[src/soc_pkg.sv]
/* SoC system-control definitions */

package soc_pkg;

	// ------------------------------
	// Bus and register widths
	localparam int WB_ADR_W   = 32;
	localparam int DATA_W     = 32;
	localparam int CSR_ADR_W  = 14;
	localparam int CSR_BANK_W = 4;
	localparam int CSR_REG_W  = 10;

	// CSR address, raw on the bridge side, bank/register on the slave side
	typedef union packed {
		logic [CSR_ADR_W-1:0] raw;
		struct packed {
			logic [CSR_BANK_W-1:0] bank;
			logic [CSR_REG_W-1:0]  idx;
		} f;
	} csr_adr_u;

	// ------------------------------
	// Bank map
	localparam logic [CSR_BANK_W-1:0] SYSCTL_BANK = 4'd1;
	localparam logic [CSR_BANK_W-1:0] TIMER_BANK  = 4'd2;

	// System controller registers
	localparam logic [CSR_REG_W-1:0] SYSCTL_REG_IN    = 10'd0;
	localparam logic [CSR_REG_W-1:0] SYSCTL_REG_OUT   = 10'd1;
	localparam logic [CSR_REG_W-1:0] SYSCTL_REG_PEND  = 10'd2;
	localparam logic [CSR_REG_W-1:0] SYSCTL_REG_IRQEN = 10'd3;
	localparam logic [CSR_REG_W-1:0] SYSCTL_REG_RESET = 10'd4;
	localparam logic [CSR_REG_W-1:0] SYSCTL_REG_ID    = 10'd5;

	// Timer registers
	localparam logic [CSR_REG_W-1:0] TIMER_REG_CTRL    = 10'd0;
	localparam logic [CSR_REG_W-1:0] TIMER_REG_COMPARE = 10'd1;
	localparam logic [CSR_REG_W-1:0] TIMER_REG_COUNTER = 10'd2;

	// ------------------------------
	// Magic values and board sizes
	localparam logic [DATA_W-1:0] SYSTEM_ID      = 32'h4D4F4E45;
	localparam logic [DATA_W-1:0] HARD_RESET_KEY = 32'hDEADBEEF;

	localparam int N_BTN       = 3;
	localparam int N_LED       = 2;
	localparam int N_IRQ       = 2;
	localparam int FLASH_RST_W = 8;

endpackage

[src/reset_gen.sv]
/* Reset sequencer */

`timescale 1ns/1ps

module reset_gen import soc_pkg::*; #(
	parameter int RST_DEBOUNCE_W = 20
) (
	input  logic             sys_clk,
	input  logic             trigger_reset,
	input  logic             hard_reset_i,
	input  logic [N_BTN-1:0] btn_i,
	output logic             sys_rst_o,
	output logic             flash_rst_n_o
);

	logic                      trigger;
	logic [RST_DEBOUNCE_W-1:0] debounce_cnt;
	logic [FLASH_RST_W-1:0]    flash_cnt;

	// All three buttons held together act as a reset button
	always_ff @(posedge sys_clk) begin
		trigger <= trigger_reset | hard_reset_i | (&btn_i);
	end

	// System reset stays high until the debounce counter drains
	always_ff @(posedge sys_clk) begin
		if (trigger) begin
			debounce_cnt <= '1;
		end else if (debounce_cnt != '0) begin
			debounce_cnt <= debounce_cnt - 1'b1;
		end
		sys_rst_o <= (debounce_cnt != '0);
	end

	// Flash comes out of reset first, it needs time before the first fetch
	always_ff @(posedge sys_clk) begin
		if (trigger) begin
			flash_cnt <= '0;
		end else if (!flash_cnt[FLASH_RST_W-1]) begin
			flash_cnt <= flash_cnt + 1'b1;
		end
	end

	assign flash_rst_n_o = flash_cnt[FLASH_RST_W-1];

endmodule

[src/wb_csr_bridge.sv]
/* Wishbone to CSR bridge */

`timescale 1ns/1ps

module wb_csr_bridge import soc_pkg::*; (
	input  logic              sys_clk,
	input  logic              sys_rst,

	// Wishbone slave
	input  logic [WB_ADR_W-1:0] wb_adr_i,
	input  logic [DATA_W-1:0]   wb_dat_i,
	input  logic                wb_we_i,
	input  logic                wb_cyc_i,
	input  logic                wb_stb_i,
	output logic [DATA_W-1:0]   wb_dat_o,
	output logic                wb_ack_o,

	// CSR master
	output csr_adr_u            csr_a_o,
	output logic                csr_we_o,
	output logic [DATA_W-1:0]   csr_dw_o,
	input  logic [DATA_W-1:0]   csr_dr_i
);

	// ------------------------------
	// Sequencer states
	localparam logic [1:0] ST_IDLE   = 2'd0;
	localparam logic [1:0] ST_ACCESS = 2'd1;
	localparam logic [1:0] ST_ACK    = 2'd2;

	logic [1:0] state;
	logic       req;

	assign req = wb_cyc_i & wb_stb_i;

	always_ff @(posedge sys_clk) begin
		if (sys_rst) begin
			state <= ST_IDLE;
		end else begin
			case (state)
				ST_IDLE: begin
					if (req) begin
						state <= ST_ACCESS;
					end
				end
				ST_ACCESS: state <= ST_ACK;
				// Back to idle for one cycle, stb may still be high here
				default: state <= ST_IDLE;
			endcase
		end
	end

	// Write strobe lasts exactly one cycle
	always_ff @(posedge sys_clk) begin
		if (sys_rst) begin
			csr_we_o <= 1'b0;
		end else begin
			csr_we_o <= (state == ST_IDLE) & req & wb_we_i;
		end
	end

	// Address and write data held until the next access
	always_ff @(posedge sys_clk) begin
		if ((state == ST_IDLE) && req) begin
			csr_a_o.raw <= wb_adr_i[CSR_ADR_W+1:2];
			csr_dw_o    <= wb_dat_i;
		end
	end

	assign wb_ack_o = (state == ST_ACK);

	// Slaves registered their read word at the access edge, so it is
	// already stable during the ack cycle
	assign wb_dat_o = wb_ack_o ? csr_dr_i : '0;

endmodule

[src/sysctl_regs.sv]
/* System controller CSR bank */

`timescale 1ns/1ps

module sysctl_regs import soc_pkg::*; (
	input  logic              sys_clk,
	input  logic              sys_rst,

	input  csr_adr_u          csr_a_i,
	input  logic              csr_we_i,
	input  logic [DATA_W-1:0] csr_dw_i,
	output logic [DATA_W-1:0] csr_dr_o,

	input  logic [N_BTN-1:0]  btn_i,
	output logic [N_LED-1:0]  led_o,
	output logic              gpio_irq_o,
	output logic              hard_reset_o
);

	logic [N_BTN-1:0] btn_meta;
	logic [N_BTN-1:0] btn_sync;
	logic [N_BTN-1:0] btn_prev;
	logic [N_BTN-1:0] pend;
	logic [N_BTN-1:0] irqen;
	logic             sel;
	logic             wr;

	assign sel = (csr_a_i.f.bank == SYSCTL_BANK);
	assign wr  = sel & csr_we_i;

	// ------------------------------
	// Button synchronizer and edge detect
	always_ff @(posedge sys_clk) begin
		btn_meta <= btn_i;
		btn_sync <= btn_meta;
		btn_prev <= btn_sync;
	end

	always_ff @(posedge sys_clk) begin
		if (sys_rst) begin
			pend         <= '0;
			irqen        <= '0;
			led_o        <= '0;
			hard_reset_o <= 1'b0;
		end else begin
			hard_reset_o <= 1'b0;
			// New edges win over a clear in the same cycle
			if (wr && (csr_a_i.f.idx == SYSCTL_REG_PEND)) begin
				pend <= (pend & ~csr_dw_i[N_BTN-1:0]) | (btn_sync & ~btn_prev);
			end else begin
				pend <= pend | (btn_sync & ~btn_prev);
			end
			if (wr) begin
				case (csr_a_i.f.idx)
					SYSCTL_REG_OUT:   led_o <= csr_dw_i[N_LED-1:0];
					SYSCTL_REG_IRQEN: irqen <= csr_dw_i[N_BTN-1:0];
					SYSCTL_REG_RESET: hard_reset_o <= (csr_dw_i == HARD_RESET_KEY);
					default: ;
				endcase
			end
		end
	end

	assign gpio_irq_o = |(pend & irqen);

	// ------------------------------
	// Read back
	always_ff @(posedge sys_clk) begin
		csr_dr_o <= '0;
		if (sel) begin
			case (csr_a_i.f.idx)
				SYSCTL_REG_IN:    csr_dr_o <= {{(DATA_W-N_BTN){1'b0}}, btn_sync};
				SYSCTL_REG_OUT:   csr_dr_o <= {{(DATA_W-N_LED){1'b0}}, led_o};
				SYSCTL_REG_PEND:  csr_dr_o <= {{(DATA_W-N_BTN){1'b0}}, pend};
				SYSCTL_REG_IRQEN: csr_dr_o <= {{(DATA_W-N_BTN){1'b0}}, irqen};
				SYSCTL_REG_ID:    csr_dr_o <= SYSTEM_ID;
				default:          csr_dr_o <= '0;
			endcase
		end
	end

endmodule

[src/timer_ctl.sv]
/* Compare timer CSR bank */

`timescale 1ns/1ps

module timer_ctl import soc_pkg::*; (
	input  logic              sys_clk,
	input  logic              sys_rst,

	input  csr_adr_u          csr_a_i,
	input  logic              csr_we_i,
	input  logic [DATA_W-1:0] csr_dw_i,
	output logic [DATA_W-1:0] csr_dr_o,

	output logic              timer_irq_o
);

	logic              en;
	logic              autoreload;
	logic [DATA_W-1:0] compare;
	logic [DATA_W-1:0] counter;
	logic              sel;
	logic              wr;
	logic              match;

	assign sel   = (csr_a_i.f.bank == TIMER_BANK);
	assign wr    = sel & csr_we_i;
	assign match = en & (counter == compare);

	// ------------------------------
	// Counter and control
	always_ff @(posedge sys_clk) begin
		if (sys_rst) begin
			en          <= 1'b0;
			autoreload  <= 1'b0;
			compare     <= '0;
			counter     <= '0;
			timer_irq_o <= 1'b0;
		end else begin
			timer_irq_o <= match;

			if (match) begin
				counter <= '0;
				// One-shot mode stops itself
				if (!autoreload) begin
					en <= 1'b0;
				end
			end else if (en) begin
				counter <= counter + 1'b1;
			end

			// Register writes take priority over the count
			if (wr) begin
				case (csr_a_i.f.idx)
					TIMER_REG_CTRL: begin
						en         <= csr_dw_i[0];
						autoreload <= csr_dw_i[1];
					end
					TIMER_REG_COMPARE: compare <= csr_dw_i;
					TIMER_REG_COUNTER: counter <= csr_dw_i;
					default: ;
				endcase
			end
		end
	end

	// ------------------------------
	// Read back
	always_ff @(posedge sys_clk) begin
		csr_dr_o <= '0;
		if (sel) begin
			case (csr_a_i.f.idx)
				TIMER_REG_CTRL:    csr_dr_o <= {{(DATA_W-2){1'b0}}, autoreload, en};
				TIMER_REG_COMPARE: csr_dr_o <= compare;
				TIMER_REG_COUNTER: csr_dr_o <= counter;
				default:           csr_dr_o <= '0;
			endcase
		end
	end

endmodule

[src/soc_top.sv]
/* SoC system-control top level */

`timescale 1ns/1ps

module soc_top import soc_pkg::*; #(
	parameter int RST_DEBOUNCE_W = 20
) (
	input  logic                sys_clk,
	input  logic                trigger_reset,

	// Wishbone slave port
	input  logic [WB_ADR_W-1:0] wb_adr_i,
	input  logic [DATA_W-1:0]   wb_dat_i,
	input  logic                wb_we_i,
	input  logic                wb_cyc_i,
	input  logic                wb_stb_i,
	output logic [DATA_W-1:0]   wb_dat_o,
	output logic                wb_ack_o,

	// Board I/O
	input  logic [N_BTN-1:0]    btn_i,
	output logic [N_LED-1:0]    led_o,
	output logic [N_IRQ-1:0]    irq_o,
	output logic                sys_rst_o,
	output logic                flash_rst_n_o
);

	logic              sys_rst;
	logic              hard_reset;
	logic              gpio_irq;
	logic              timer_irq;

	csr_adr_u          csr_a;
	logic              csr_we;
	logic [DATA_W-1:0] csr_dw;
	logic [DATA_W-1:0] csr_dr;
	logic [DATA_W-1:0] csr_dr_sysctl;
	logic [DATA_W-1:0] csr_dr_timer;

	// ------------------------------
	// Reset
	reset_gen #(
		.RST_DEBOUNCE_W (RST_DEBOUNCE_W)
	) reset_gen0 (
		.sys_clk       (sys_clk),
		.trigger_reset (trigger_reset),
		.hard_reset_i  (hard_reset),
		.btn_i         (btn_i),
		.sys_rst_o     (sys_rst),
		.flash_rst_n_o (flash_rst_n_o)
	);

	assign sys_rst_o = sys_rst;

	// ------------------------------
	// Bus bridge and CSR slaves
	// Unselected banks return zero, so a plain OR merges the read data
	assign csr_dr = csr_dr_sysctl | csr_dr_timer;

	wb_csr_bridge bridge0 (
		.sys_clk  (sys_clk),
		.sys_rst  (sys_rst),
		.wb_adr_i (wb_adr_i),
		.wb_dat_i (wb_dat_i),
		.wb_we_i  (wb_we_i),
		.wb_cyc_i (wb_cyc_i),
		.wb_stb_i (wb_stb_i),
		.wb_dat_o (wb_dat_o),
		.wb_ack_o (wb_ack_o),
		.csr_a_o  (csr_a),
		.csr_we_o (csr_we),
		.csr_dw_o (csr_dw),
		.csr_dr_i (csr_dr)
	);

	sysctl_regs sysctl0 (
		.sys_clk      (sys_clk),
		.sys_rst      (sys_rst),
		.csr_a_i      (csr_a),
		.csr_we_i     (csr_we),
		.csr_dw_i     (csr_dw),
		.csr_dr_o     (csr_dr_sysctl),
		.btn_i        (btn_i),
		.led_o        (led_o),
		.gpio_irq_o   (gpio_irq),
		.hard_reset_o (hard_reset)
	);

	timer_ctl timer0 (
		.sys_clk     (sys_clk),
		.sys_rst     (sys_rst),
		.csr_a_i     (csr_a),
		.csr_we_i    (csr_we),
		.csr_dw_i    (csr_dw),
		.csr_dr_o    (csr_dr_timer),
		.timer_irq_o (timer_irq)
	);

	// Bit 0 GPIO, bit 1 timer
	assign irq_o = {timer_irq, gpio_irq};

endmodule

[config.mk]
export PLATFORM = sky130hd
export DESIGN_NAME = soc_top
export DESIGN_NICKNAME = d
export VERILOG_FILES = /design/src/soc_pkg.sv /design/src/reset_gen.sv /design/src/wb_csr_bridge.sv /design/src/sysctl_regs.sv /design/src/timer_ctl.sv /design/src/soc_top.sv
export SDC_FILE = /design/constraint.sdc
export NUM_CORES = 1
export LEC_CHECK = 0
export BUFFER_PORTS_ARGS = -buffer_cell sky130_fd_sc_hd__buf_2
export CORE_MARGIN = 2
export CORE_UTILIZATION = 52
export DETAILED_ROUTE_END_ITERATION = 10
export HOLD_SLACK_MARGIN = 0.02
export PLACE_DENSITY = 0.73
export SLEW_MARGIN = 15
export SYNTH_ARGS = -nofsm -noshare
export SYNTH_HDL_FRONTEND = slang
export SYNTH_HIERARCHICAL = 1
export SYNTH_SLANG_ARGS = --single-unit
[constraint.sdc]
create_clock -name sys_clk -period 3.38 [get_ports sys_clk]
set_input_delay 0.338 -clock sys_clk [delete_from_list [all_inputs] [get_ports sys_clk]]
set_output_delay 0.338 -clock sys_clk [all_outputs]
set_load 0.01 [all_outputs]
# Word-level counts from Yosys, hierarchy flattened
# Cells that the tools add are included.
# word_totals
input_bits	72
ff_bits	228
word_cells	83
out_inout_bits	39
# op_classes
bitwise	18
reduce_logical	12
n_eq_ne	12
n_mux	15
addsub	3
# op_table
operator	count
two-way mux 32 bit	5
one-hot mux 31 bit (5 select lines)	1
one-hot mux 32 bit (3 select lines)	1
adder 32 x 1 -> 32 bit (second input constant)	1
== test 32 bit	1
== test 32 bit (second input constant)	1
OR 32 bit	1
== test 10 x 2 -> 1 bit (second input constant)	2
== test 10 x 3 -> 1 bit (second input constant)	2
nonzero test 20 bit	1
subtractor 20 x 1 -> 20 bit (second input constant)	1
== test 10 x 1 -> 1 bit (second input constant)	1
zero test 10 bit	1
bitwise AND 3 bit	3
adder 8 x 1 -> 8 bit (second input constant)	1
two-way mux 8 bit	1
AND reduction 2 bit	4
bitwise AND 1 bit	6
NOT 3 bit	2
OR 3 bit	2
OR reduction 3 bit	2
== test 4 x 1 -> 1 bit (second input constant)	1
== test 4 x 2 -> 1 bit (second input constant)	1
two-way mux 1 bit	4
other kinds (11)	14

# Depth between registers and ports, before layout
# Gate-level depths: netlist of run 1.
# depth
depth_word	5
mapped_depth	8

# Cells and area by module
# Netlist of run 1, hierarchy kept.
# by_module_without_submodules
module	cells_per_inst	seq_area_each_um2	instances	area_per_inst_um2
timer_ctl	535	1981.9	1	4400.5
wb_csr_bridge	90	1441.4	1	1722.9
reset_gen	164	600.6	1	1427.6
sysctl_regs	119	440.4	1	1188.6
soc_top	34	0.0	1	215.2

# Least setup slack after synthesis of run 1
# Ideal clock, no wire load.
# synth_path
path_type	register to register
startpoint	register reset_gen0.debounce_cnt[14]
endpoint	register reset_gen0.debounce_cnt[19]
setup_ns	0.074
path_stages_with_launch	6
slack_ns	1.378
arrival_time_ns	1.927
path_buffers	1
cell_sequence	dfxtp_1 -> or4_4 -> or3_1 -> buf_6 -> or4_1 -> a31oi_1
# synth_between
elab_chain_len	1
# synth_rtl
item	line	text
start, declared	reset_gen.sv:17	logic [RST_DEBOUNCE_W-1:0] debounce_cnt;
start signal, assigned	reset_gen.sv:30	debounce_cnt <= debounce_cnt - 1'b1;
subtractor 20 x 1 -> 20 bit or nonzero test 20 bit (tied branches)	reset_gen.sv:30, reset_gen.sv:29	
# Parallel ways exist; a longest one is shown, timed or not.
# A chain may end at the register's enable or synchronous reset.

# Worst setup path in the final report of run 1
# layout_path
startpoint	register bridge0/csr_a_o[2] (netlist bit)
endpoint	register timer0.counter[12]
# layout_between
elab_chain_len	3
# layout_rtl
item	line	text
start, declared	wb_csr_bridge.sv:19	output csr_adr_u csr_a_o,
== test 10 x 2 -> 1 bit	timer_ctl.sv:53	case (csr_a_i.f.idx)
two-way mux 32 bit	timer_ctl.sv:53	
two-way mux 32 bit	timer_ctl.sv:52	if (wr) begin
end signal, assigned	timer_ctl.sv:48	counter <= counter + 1'b1;
end signal, assigned	timer_ctl.sv:59	TIMER_REG_COUNTER: counter <= csr_dw_i;
end, declared	timer_ctl.sv:20	logic [DATA_W-1:0] counter;
# Every way passes these cells.

==> impl_results.md, run 1 <==
- Status: complete, no violations
- Post-synth EDFFs: 46
- Final worst-path cycle share: 0.7180
- Crit Path Max Fanout: 19
- Leakage power: 3.466 nW
- Die X: 135.2 um
- Die area: 18290 um2
- Antenna violations before repair: 1
- Setup tns final: 0 ns
- Final estimated routing congestion in global placement: 0.9487
- CTS buffer count: 17
- Largest net degree at the start of global routing: 47
- Synth Register Bits: 200
- Final setup fails: 0
- HP Class: in2reg
- Area contributors post-synth: dfxtp_1 (34%), edfxtp_1 (15%), nand2_1 (5.0%)
- Top cell by count, worst path: nand2_1
- Initial core utilization: 0.5362
- Vias per inst: 5.476
- Hold Vio Cnt, Final: 0
- Synth Area per Inst: 9.506 um2
- Longest Clk Path Bufs: 2
- Max-slew violations: 0
- WP buf/inv: 1
- Fin crit period: 2.427 ns
- Final instance area: 10000 um2
- Clk_lat worst skew: 0.43 ns
- Final WL: 20040 um
- I/O pins: 111
- Power Total: 4.683 mW
- Setup Fix Bufs, Post-CTS: 0
- Async set-reset flop share out of synthesis: 0
- Filler cell count: 1462
- Site Rows: 47
- Clk slew on worst S/H paths: 0.07 ns
- Ys Warns: 6
- # clock sinks: 200
- Worst EP required: 3.74 ns
- Via count: 6758
- Startpoint class of the critical path: register
- Number of global-route vias before repair: 6235
- Rel. slew slack: 0.5640
- DRC viols: 0
- Clock root buffer: clkbuf_16
- Worst path arrival time: 2.78 ns
- P&R area growth vs syn: 11.71%
- Total GRT Usage: 0.2262
- Cell family with most CP delay: simple AND/OR/NAND/NOR gates
- Core footprint: 16700 um2
- Worst Skew: 0.008301 ns
- Placed cells: 1200
- Cell Area, Placed: 9384 um2
- Max-cap violation count: 0
- Synth Instances: 942
- Worst-Margin Slew: 0.6481 ns
- Total grt overflow: 0
- Setup repair after global routing missed its margin: false
- Crit path kind: reg2reg
- DR iter-0 viols: 574
- DR WL/cell: 16.24 um
- Setup crit end kind: register
- Primary FF master, synth: dfxtp_1
- CTS tree: built
- Worst Hold Margin: 0.03968 ns
- Sequential fraction of the synthesis area: 0.4985
- Share of the synthesized area in the top cell type: 0.3443
- Place WS: 1.034 ns
- Final core occ: 0.5990
- Worst R2R Setup Slack: 0.95 ns
- Max H-tree Level: 4
- Fmax: 0.4121 GHz
- First-pass GRT wire length: 32310 um
- DRT antenna net count: 0
- Peak supply drop: 0.3369 mV
- Non-Filler Instances: 1234
- Port-buffer cells: 92
- Most frequent cell after synthesis: dfxtp_1
- Mapped cell area: 8955 um2
- Fraction of layout cells with a size suffix above 1: 0.1686
- Final net count: 1077
- Hold_buf cts: 2
- Crit-path cells: nor4_1 -> nand2_1 -> or3_1 -> buf_4 -> nor2_4 -> nand2_1 -> o21ai_1
- Critical path's slowest cell: edfxtp_1
- Cell area power density: 468.2 nW/um2
- Antenna Cells: 0
- Die H: 135.2 um
- Final HPWL DP: 13960 um
- Max stage delay on crit path: 0.51 ns
- Drt pass-1 iters: 5
- Setup WS post-layout: 0.9533 ns
- Post-synth cell types: 66
- Post-CTS sizing: 0
- Most frequent cells after synthesis: dfxtp_1 (154), nand2_1 (119), nor2_1 (58), a21oi_1 (56), xnor2_1 (48)
- Largest area contributor in the netlist: dfxtp_1
## flip-flops by register name, summed over array words and instances, names as in the netlist, 4 cells and up
register / count
timer0/compare: 32
sysctl0/csr_dr_o: 4
timer0/csr_dr_o: 32
timer0/counter: 32
bridge0/csr_dw_o: 32
reset_gen0/debounce_cnt: 20
reset_gen0/flash_cnt: 8
bridge0/csr_a_o: 14
## path summary, 6_finish.rpt
path / start / to / cells after the start
worst max register to register: bridge0/csr_a_o[2]$_DFFE_PP_ / timer0/counter[12]$_SDFF_PP0_ / 7
worst min-delay path: btn_i[2] / sysctl0/btn_meta[2]$_DFF_P_ / 1
worst max-delay path: bridge0/csr_a_o[2]$_DFFE_PP_ / timer0/counter[12]$_SDFF_PP0_ / 7
worst min register to register: sysctl0/btn_meta[0]$_DFF_P_ / sysctl0/btn_sync[0]$_DFF_P_ / 0
## cell type report
class / instances / area [um2] / area share
flip-flops and latches: 200 / 4466 / 0.4464
multi-input cells: 665 / 4040 / 0.4039
repair buffers: 109 / 593.1 / 0.05929
clock buffers: 18 / 429.2 / 0.04290
well taps: 220 / 275.3 / 0.02752
clock inverters: 14 / 170.2 / 0.01701
inverters: 8 / 30.03 / 0.003002
## worst register-to-register path, cell delays in order, from the launching register on
cell	delay, ns
edfxtp_1	0.51
nor4_1	0.40
nand2_1	0.20
or3_1	0.38
buf_4	0.21
nor2_4	0.43
nand2_1	0.13
o21ai_1	0.10
## power by group
part / total [mW] / internal [mW] / switching (mW)
clock network: 2.07 / 1.17 / 0.896
logic: 0.0964 / 0.0491 / 0.0474
registers: 2.52 / 2.48 / 0.0352
total: 4.68 / 3.71 / 0.978
## placed cells by master, fill, tap and decap left out, types with 13 or more instances in the layout
cell       synthesis  routed
xnor2_1           48      48
nand2_1          119     119
or2_1             32      32
nand3_1           34      34
nor2_1            58      58
clkbuf_16          0      17
buf_2             11      92
mux2i_1           13      13
nand2b_1          14      14
buf_4             32      15
conb_1             1      15
edfxtp_1          46      46
xor2_1            19      19
o21ai_1           18      18
and2_1            33      33
nor4_1            16      16
a21oi_1           56      56
dfxtp_1          154     153
nand4_1           19      19
a22oi_1           30      30
## per-layer routing
metal,vias up,routed length [um],global-route usage
met3,26,1760,0.05238
li1,3355,-,-
met5,-,8,0
met2,248,9091,0.3486
met1,3127,8882,0.3201
met4,2,295,0.06481
## cells by family (layout without fill, tap and decap cells)
logic type                 after synthesis  count (layout)  synth area share
xor gates and xnor gates                67              67           0.06553
adders and majority gates                4               4          0.005589
DFF                                    200             200            0.4985
muxes                                   17              17           0.02082
other                                    1              15         0.0004188
buffers and inverters                   91             149           0.05645
and+or+nand+nor                        423             423            0.2588
AOI/OAI and AO/OA                      139             139           0.09390
Note: power is estimated with default switching activity, not from simulation.
==> inputs of run 2 (changes only) <==
PLACE_DENSITY = 0.76   (was 0.73)
clock period = 2 ns   (was 3.38 ns; I/O delays follow)
==> impl_results.md, run 2 (synthesis gave the netlist of run 1 again) <==
- Setup crit end kind: register
- Final net count: 1193
- HP Class: in2reg
- Total grt overflow: 0
- Cell Area, Placed: 9912 um2
- Die H: 135.2 um
- Die area: 18290 um2
- Final estimated routing congestion in global placement: 0.9655
- Filler cell count: 1251
- Cell family with most CP delay: simple AND/OR/NAND/NOR gates
- Clock root buffer: clkbuf_16
- CTS tree: built
- Max-cap violation count: 0
- Number of global-route vias before repair: 6968
- Largest net degree at the start of global routing: 47
- # clock sinks: 200
- Final setup fails: 0
- Worst Skew: 0.01642 ns
- Commonest non-fill, non-tap cell in the layout: dfxtp_1
- Final HPWL DP: 15130 um
- Site Rows: 47
- Fraction of layout cells with a size suffix above 1: 0.2622
- Routed wl met2: 11450 um
- Clk_lat worst skew: 0.44 ns
- Leading cell types in the layout, fill and taps excluded: dfxtp_1 (150), nand2_1 (106), buf_2 (92)
- Setup repair after global routing missed its margin: true
- Wl on met1: 9977 um
- Drt pass-1 iters: 5
- Status: complete, no violations
- P&R area growth vs syn: 28.32%
- Critical path's slowest cell: or4_4
- Worst path arrival time: 2.35 ns
- Max-slew violations: 0
- DRT antenna net count: 0
- Cell area power density: 689.9 nW/um2
- Top cell by count, worst path: or4_4
- Peak supply drop: 0.5381 mV
- Longest Clk Path Bufs: 2
- Crit Path Max Fanout: 8
- Final instance area: 11490 um2
- Initial core utilization: 0.5362
- First-pass GRT wire length: 35110 um
- Worst-Margin Slew: 0.5331 ns
- Highest Signal Layer: met4
- I/O pins: 111
- Antenna violations before repair: 0
- WP buf/inv: 0
- Antenna Cells: 0
- Port-buffer cells: 92
- Core footprint: 16700 um2
- Final worst-path cycle share: 0.9942
- Setup tns final: 0 ns
- Final WL: 23950 um
- Via count: 7602
- Startpoint class of the critical path: register
- Placed cells: 1257
- DR WL met3: 1748 um
- Fin crit period: 1.988 ns
- Vias per inst: 5.635
- CTS buffer count: 17
- Crit path kind: reg2reg
- DR iter-0 viols: 684
- Worst Hold Margin: 0.1902 ns
- Crit-path cells: or4_4 -> or3_4 -> or4_4 -> a31oi_1
- DR WL/cell: 17.76 um
- Rel. slew slack: 0.6397
- Worst EP required: 2.36 ns
- Total GRT Usage: 0.2471
- Max H-tree Level: 4
- Die X: 135.2 um
- Hold Vio Cnt, Final: 0
- Max stage delay on crit path: 0.52 ns
- Worst R2R Setup Slack: 0.01 ns
- Fmax: 0.5029 GHz
- DRC viols: 0
- Non-Filler Instances: 1349
- Leakage power: 4.182 nW
- Clk slew on worst S/H paths: 0.07 ns
-- run 2: cell types whose count changed in the layout (fill, tap and decap cells not counted), sizes merged --
cell / change
buf: +63
inv: -5
dlygate4sd3: +49
clkbuf: +12
clkinvlp: +2
bufinv: -2
clkinv: -4
-- run 2: repair_timing --
item,4_1_cts,5_1_grt
pin swaps,0,27
gates resized for setup,7,78
endpoints found under the hold margin,50,1
hold buffers,50,1
cloned,0,5
setup buffers,0,5
endpoints found under the setup margin,30,109
-- run 2: layout make-up --
type	count	area [um2]	area share
Clock buffer	26	521.8	0.04541
Clock inverter	5	62.56	0.005444
Inverter	8	30.03	0.002613
Multi-Input combinational cell	665	4369	0.3802
Sequential cell	200	4469	0.3889
Tap cell	220	275.3	0.02395
Timing Repair Buffer	225	1763	0.1534
-- run 2: per-stage QoR --
stage	util	power (mW)	setup WS, ns
floorplan	-	4.429	-0.001653
global placement	0.5935	4.525	-0.03335
detailed placement	0.5935	4.530	-0.09882
CTS	0.6602	7.929	0.01292
global route	0.6880	8.141	-0.1170
finish	0.6880	7.927	0.01165
-- run 2: worst paths after layout --
kind | from | end | cells after the start
min reg2reg | sysctl0/btn_meta[1]$_DFF_P_ | sysctl0/btn_sync[1]$_DFF_P_ | 0
max reg2reg | reset_gen0/debounce_cnt[15]$_SDFFE_PP1P_ | reset_gen0/debounce_cnt[19]$_SDFFE_PP1P_ | 4
max | reset_gen0/debounce_cnt[15]$_SDFFE_PP1P_ | reset_gen0/debounce_cnt[19]$_SDFFE_PP1P_ | 4
min | wb_cyc_i | bridge0/state[0]$_SDFFE_PP0P_ | 3
-- run 2: metal layers --
layer	global-route usage	vias to the layer above
met1	0.3264	3636
met5	0	-
met4	0.09896	0
li1	-	3584
met3	0.05013	63
met2	0.3999	319
-- run 2: power breakdown --
part / switching (mW) / leakage [nW] / internal, mW / total [mW]
clock network: 1.46 / 0.281 / 1.93 / 3.39
registers: 0.0658 / 1.68 / 4.20 / 4.26
logic: 0.111 / 2.22 / 0.166 / 0.277
-- run 2: worst register-to-register path: stages, from the launching register on --
cell and delay [ns]:
dfxtp_2 0.34, or4_4 0.52, or3_4 0.40, or4_4 0.49, a31oi_1 0.18
==> inputs of run 3 (changes only) <==
CORE_MARGIN = 1.5   (was 2)
PLACE_DENSITY = 0.73   (was 0.76)
clock period = 1.9 ns   (was 2 ns; I/O delays follow)
==> impl_results.md, run 3 (synthesis gave the netlist of run 1 again) <==
- Status: finished, violations left
- Failing checks: negative setup slack
- Startpoint class of the critical path: register
- Hold Vio Cnt, Final: 0
- Pint: 6.518 mW
- Final WL: 25130 um
- Clock root buffer: clkbuf_16
- Largest net degree at the start of global routing: 66
- HP Class: in2reg
- Final worst-path cycle share: 1.077
- Setup tns final: -4.583 ns
- Clk slew on worst S/H paths: 0.07 ns
- Leakage power: 4.462 nW
- Clock power frac: 0.421
- Number of global-route vias before repair: 6911
- Crit Path Max Fanout: 8
- Worst Skew: 0.009273 ns
- Total GRT Usage: 0.2570
- P&R area growth vs syn: 33.56%
- CTS tree: built
- Final setup fails: 63
- Die area: 18020 um2
- Worst path arrival time: 2.41 ns
- Initial core utilization: 0.5362
- Cell area power density: 695.1 nW/um2
- DR iter-0 viols: 742
- Commonest non-fill, non-tap cell in the layout: dfxtp_1
- Max H-tree Level: 4
- Worst R2R Setup Slack: -0.15 ns
- DRC viols: 0
- Final estimated routing congestion in global placement: 0.9203
- Filler cell count: 1145
- Fraction of layout cells with a size suffix above 1: 0.3189
- Site Rows: 47
- Final HPWL DP: 14820 um
- Worst EP required: 2.26 ns
- Drt pass-1 iters: 5
- Clk_lat worst skew: 0.43 ns
- Fmax: 0.4888 GHz
- Via count: 7681
- Max-cap violation count: 0
- Port-buffer cells: 92
- # clock sinks: 200
- Placed cells: 1272
- Total grt overflow: 0
- Die X: 134.2 um
- Combinational power share: 0.040
- Origin of the critical flop-to-flop path: bridge0/csr_a_o[2]$_DFFE_PP_
- Peak supply drop: 0.5659 mV
- Longest Clk Path Bufs: 2
- Non-Filler Instances: 1371
- Critical path origin: bridge0/csr_a_o[2]$_DFFE_PP_
- Vias per inst: 5.602
- DRT antenna net count: 0
- Final net count: 1214
- Critical R2R Capture: timer0/compare[11]$_SDFFE_PP0P_
- Setup repair after global routing missed its margin: true
- Setup crit end kind: register
- I/O pins: 111
- Sw frac: 0.2159
- Max-slew violations: 0
- DR WL/cell: 18.33 um
- Antenna Cells: 0
- Setup WS post-layout: -0.1459 ns
- Crit path kind: reg2reg
- R2R cell count: 7
- Switching power of the nets: 1.795 mW
- Leading cell types in the layout, fill and taps excluded: dfxtp_1 (141), buf_2 (92), nand2_1 (92)
- Fin crit period: 2.046 ns
- Worst Setup EP: timer0/compare[11]$_SDFFE_PP0P_
- CTS buffer count: 17
- Core footprint: 16700 um2
- Antenna violations before repair: 0
- First-pass GRT wire length: 36040 um
- Seq pwr share: 0.540
- Die H: 134.2 um
[run 3: what timing repair did]
item                                   in CTS  in global routing
setup endpoints to repair                  96                151
pin swaps                                   8                 63
cloned                                      0                  6
endpoints found under the hold margin      51                  0
hold buffers                               51                  0
resized for setup                          32                132
buffers inserted                            1                 10
[run 3: worst min path at each step]
stage / from / endpoint / slack, ns / cells past startpoint
floorplan: btn_i[0] / sysctl0/btn_meta[0]$_DFF_P_ / 0.22 / 0
global placement: sysctl0/btn_meta[2]$_DFF_P_ / sysctl0/btn_sync[2]$_DFF_P_ / 0.31 / 0
detailed placement: sysctl0/btn_meta[2]$_DFF_P_ / sysctl0/btn_sync[2]$_DFF_P_ / 0.31 / 0
CTS: wb_cyc_i / bridge0/state[0]$_SDFFE_PP0P_ / 0.13 / 3
global route: wb_cyc_i / bridge0/state[0]$_SDFFE_PP0P_ / 0.14 / 3
finish: wb_cyc_i / bridge0/state[0]$_SDFFE_PP0P_ / 0.14 / 3
[run 3: power groups by stage]
stage                     sequential [mW]  combinational (mW)  clock, mW
after floorplan                      4.55               0.112          0
after global placement               4.57               0.207          0
after detailed placement             4.57               0.214          0
after CTS                            4.47               0.301       3.50
after global routing                 4.49               0.354       3.71
final                                4.49               0.330       3.50
[run 3: per-stage QoR]
| step | hold slack [ns] | power (mW) | cell area, um2 | util | worst slack [ns] |
|---|---|---|---|---|---|
| finish | 0.1436 | 8.313 | 11960 | 0.7161 | -0.1459 |
| global route | 0.1409 | 8.553 | 11960 | 0.7161 | -0.2534 |
| CTS | 0.1294 | 8.274 | 11260 | 0.6743 | -0.08909 |
| detailed placement | 0.3150 | 4.780 | 10030 | 0.6005 | -0.1097 |
| global placement | 0.3109 | 4.773 | 10030 | 0.6005 | -0.1134 |
| floorplan | 0.2177 | 4.664 | 9032 | - | -0.1017 |
[run 3: critical path: stages, from the launching register on]
cell,delay [ns]
edfxtp_1,0.45
nor4_4,0.35
nand2_2,0.13
nor3b_4,0.27
nor2b_4,0.33
clkbuf_16,0.26
nand2_4,0.05
a21oi_2,0.13
[run 3: area by class of cell]
class,instances,area (um2),share of cell area
Tap cell,220,275.3,0.02301
Sequential cell,200,4486,0.3750
Multi-Input combinational cell,666,4690,0.3921
Clock buffer,20,467.9,0.03913
Inverter,8,30.03,0.002511
Timing Repair Buffer,245,1913,0.1600
Clock inverter,12,98.84,0.008264
[run 3: metal layers]
layer / routed length [um] / track usage / vias up / share of wire
met3: 1729 / 0.04460 / 57 / 0.069
met1: 10220 / 0.3459 / 3633 / 0.41
met4: 643 / 0.07885 / 0 / 0.026
li1: - / - / 3635 / -
met2: 12540 / 0.4239 / 356 / 0.50
met5: 0 / 0 / - / 0
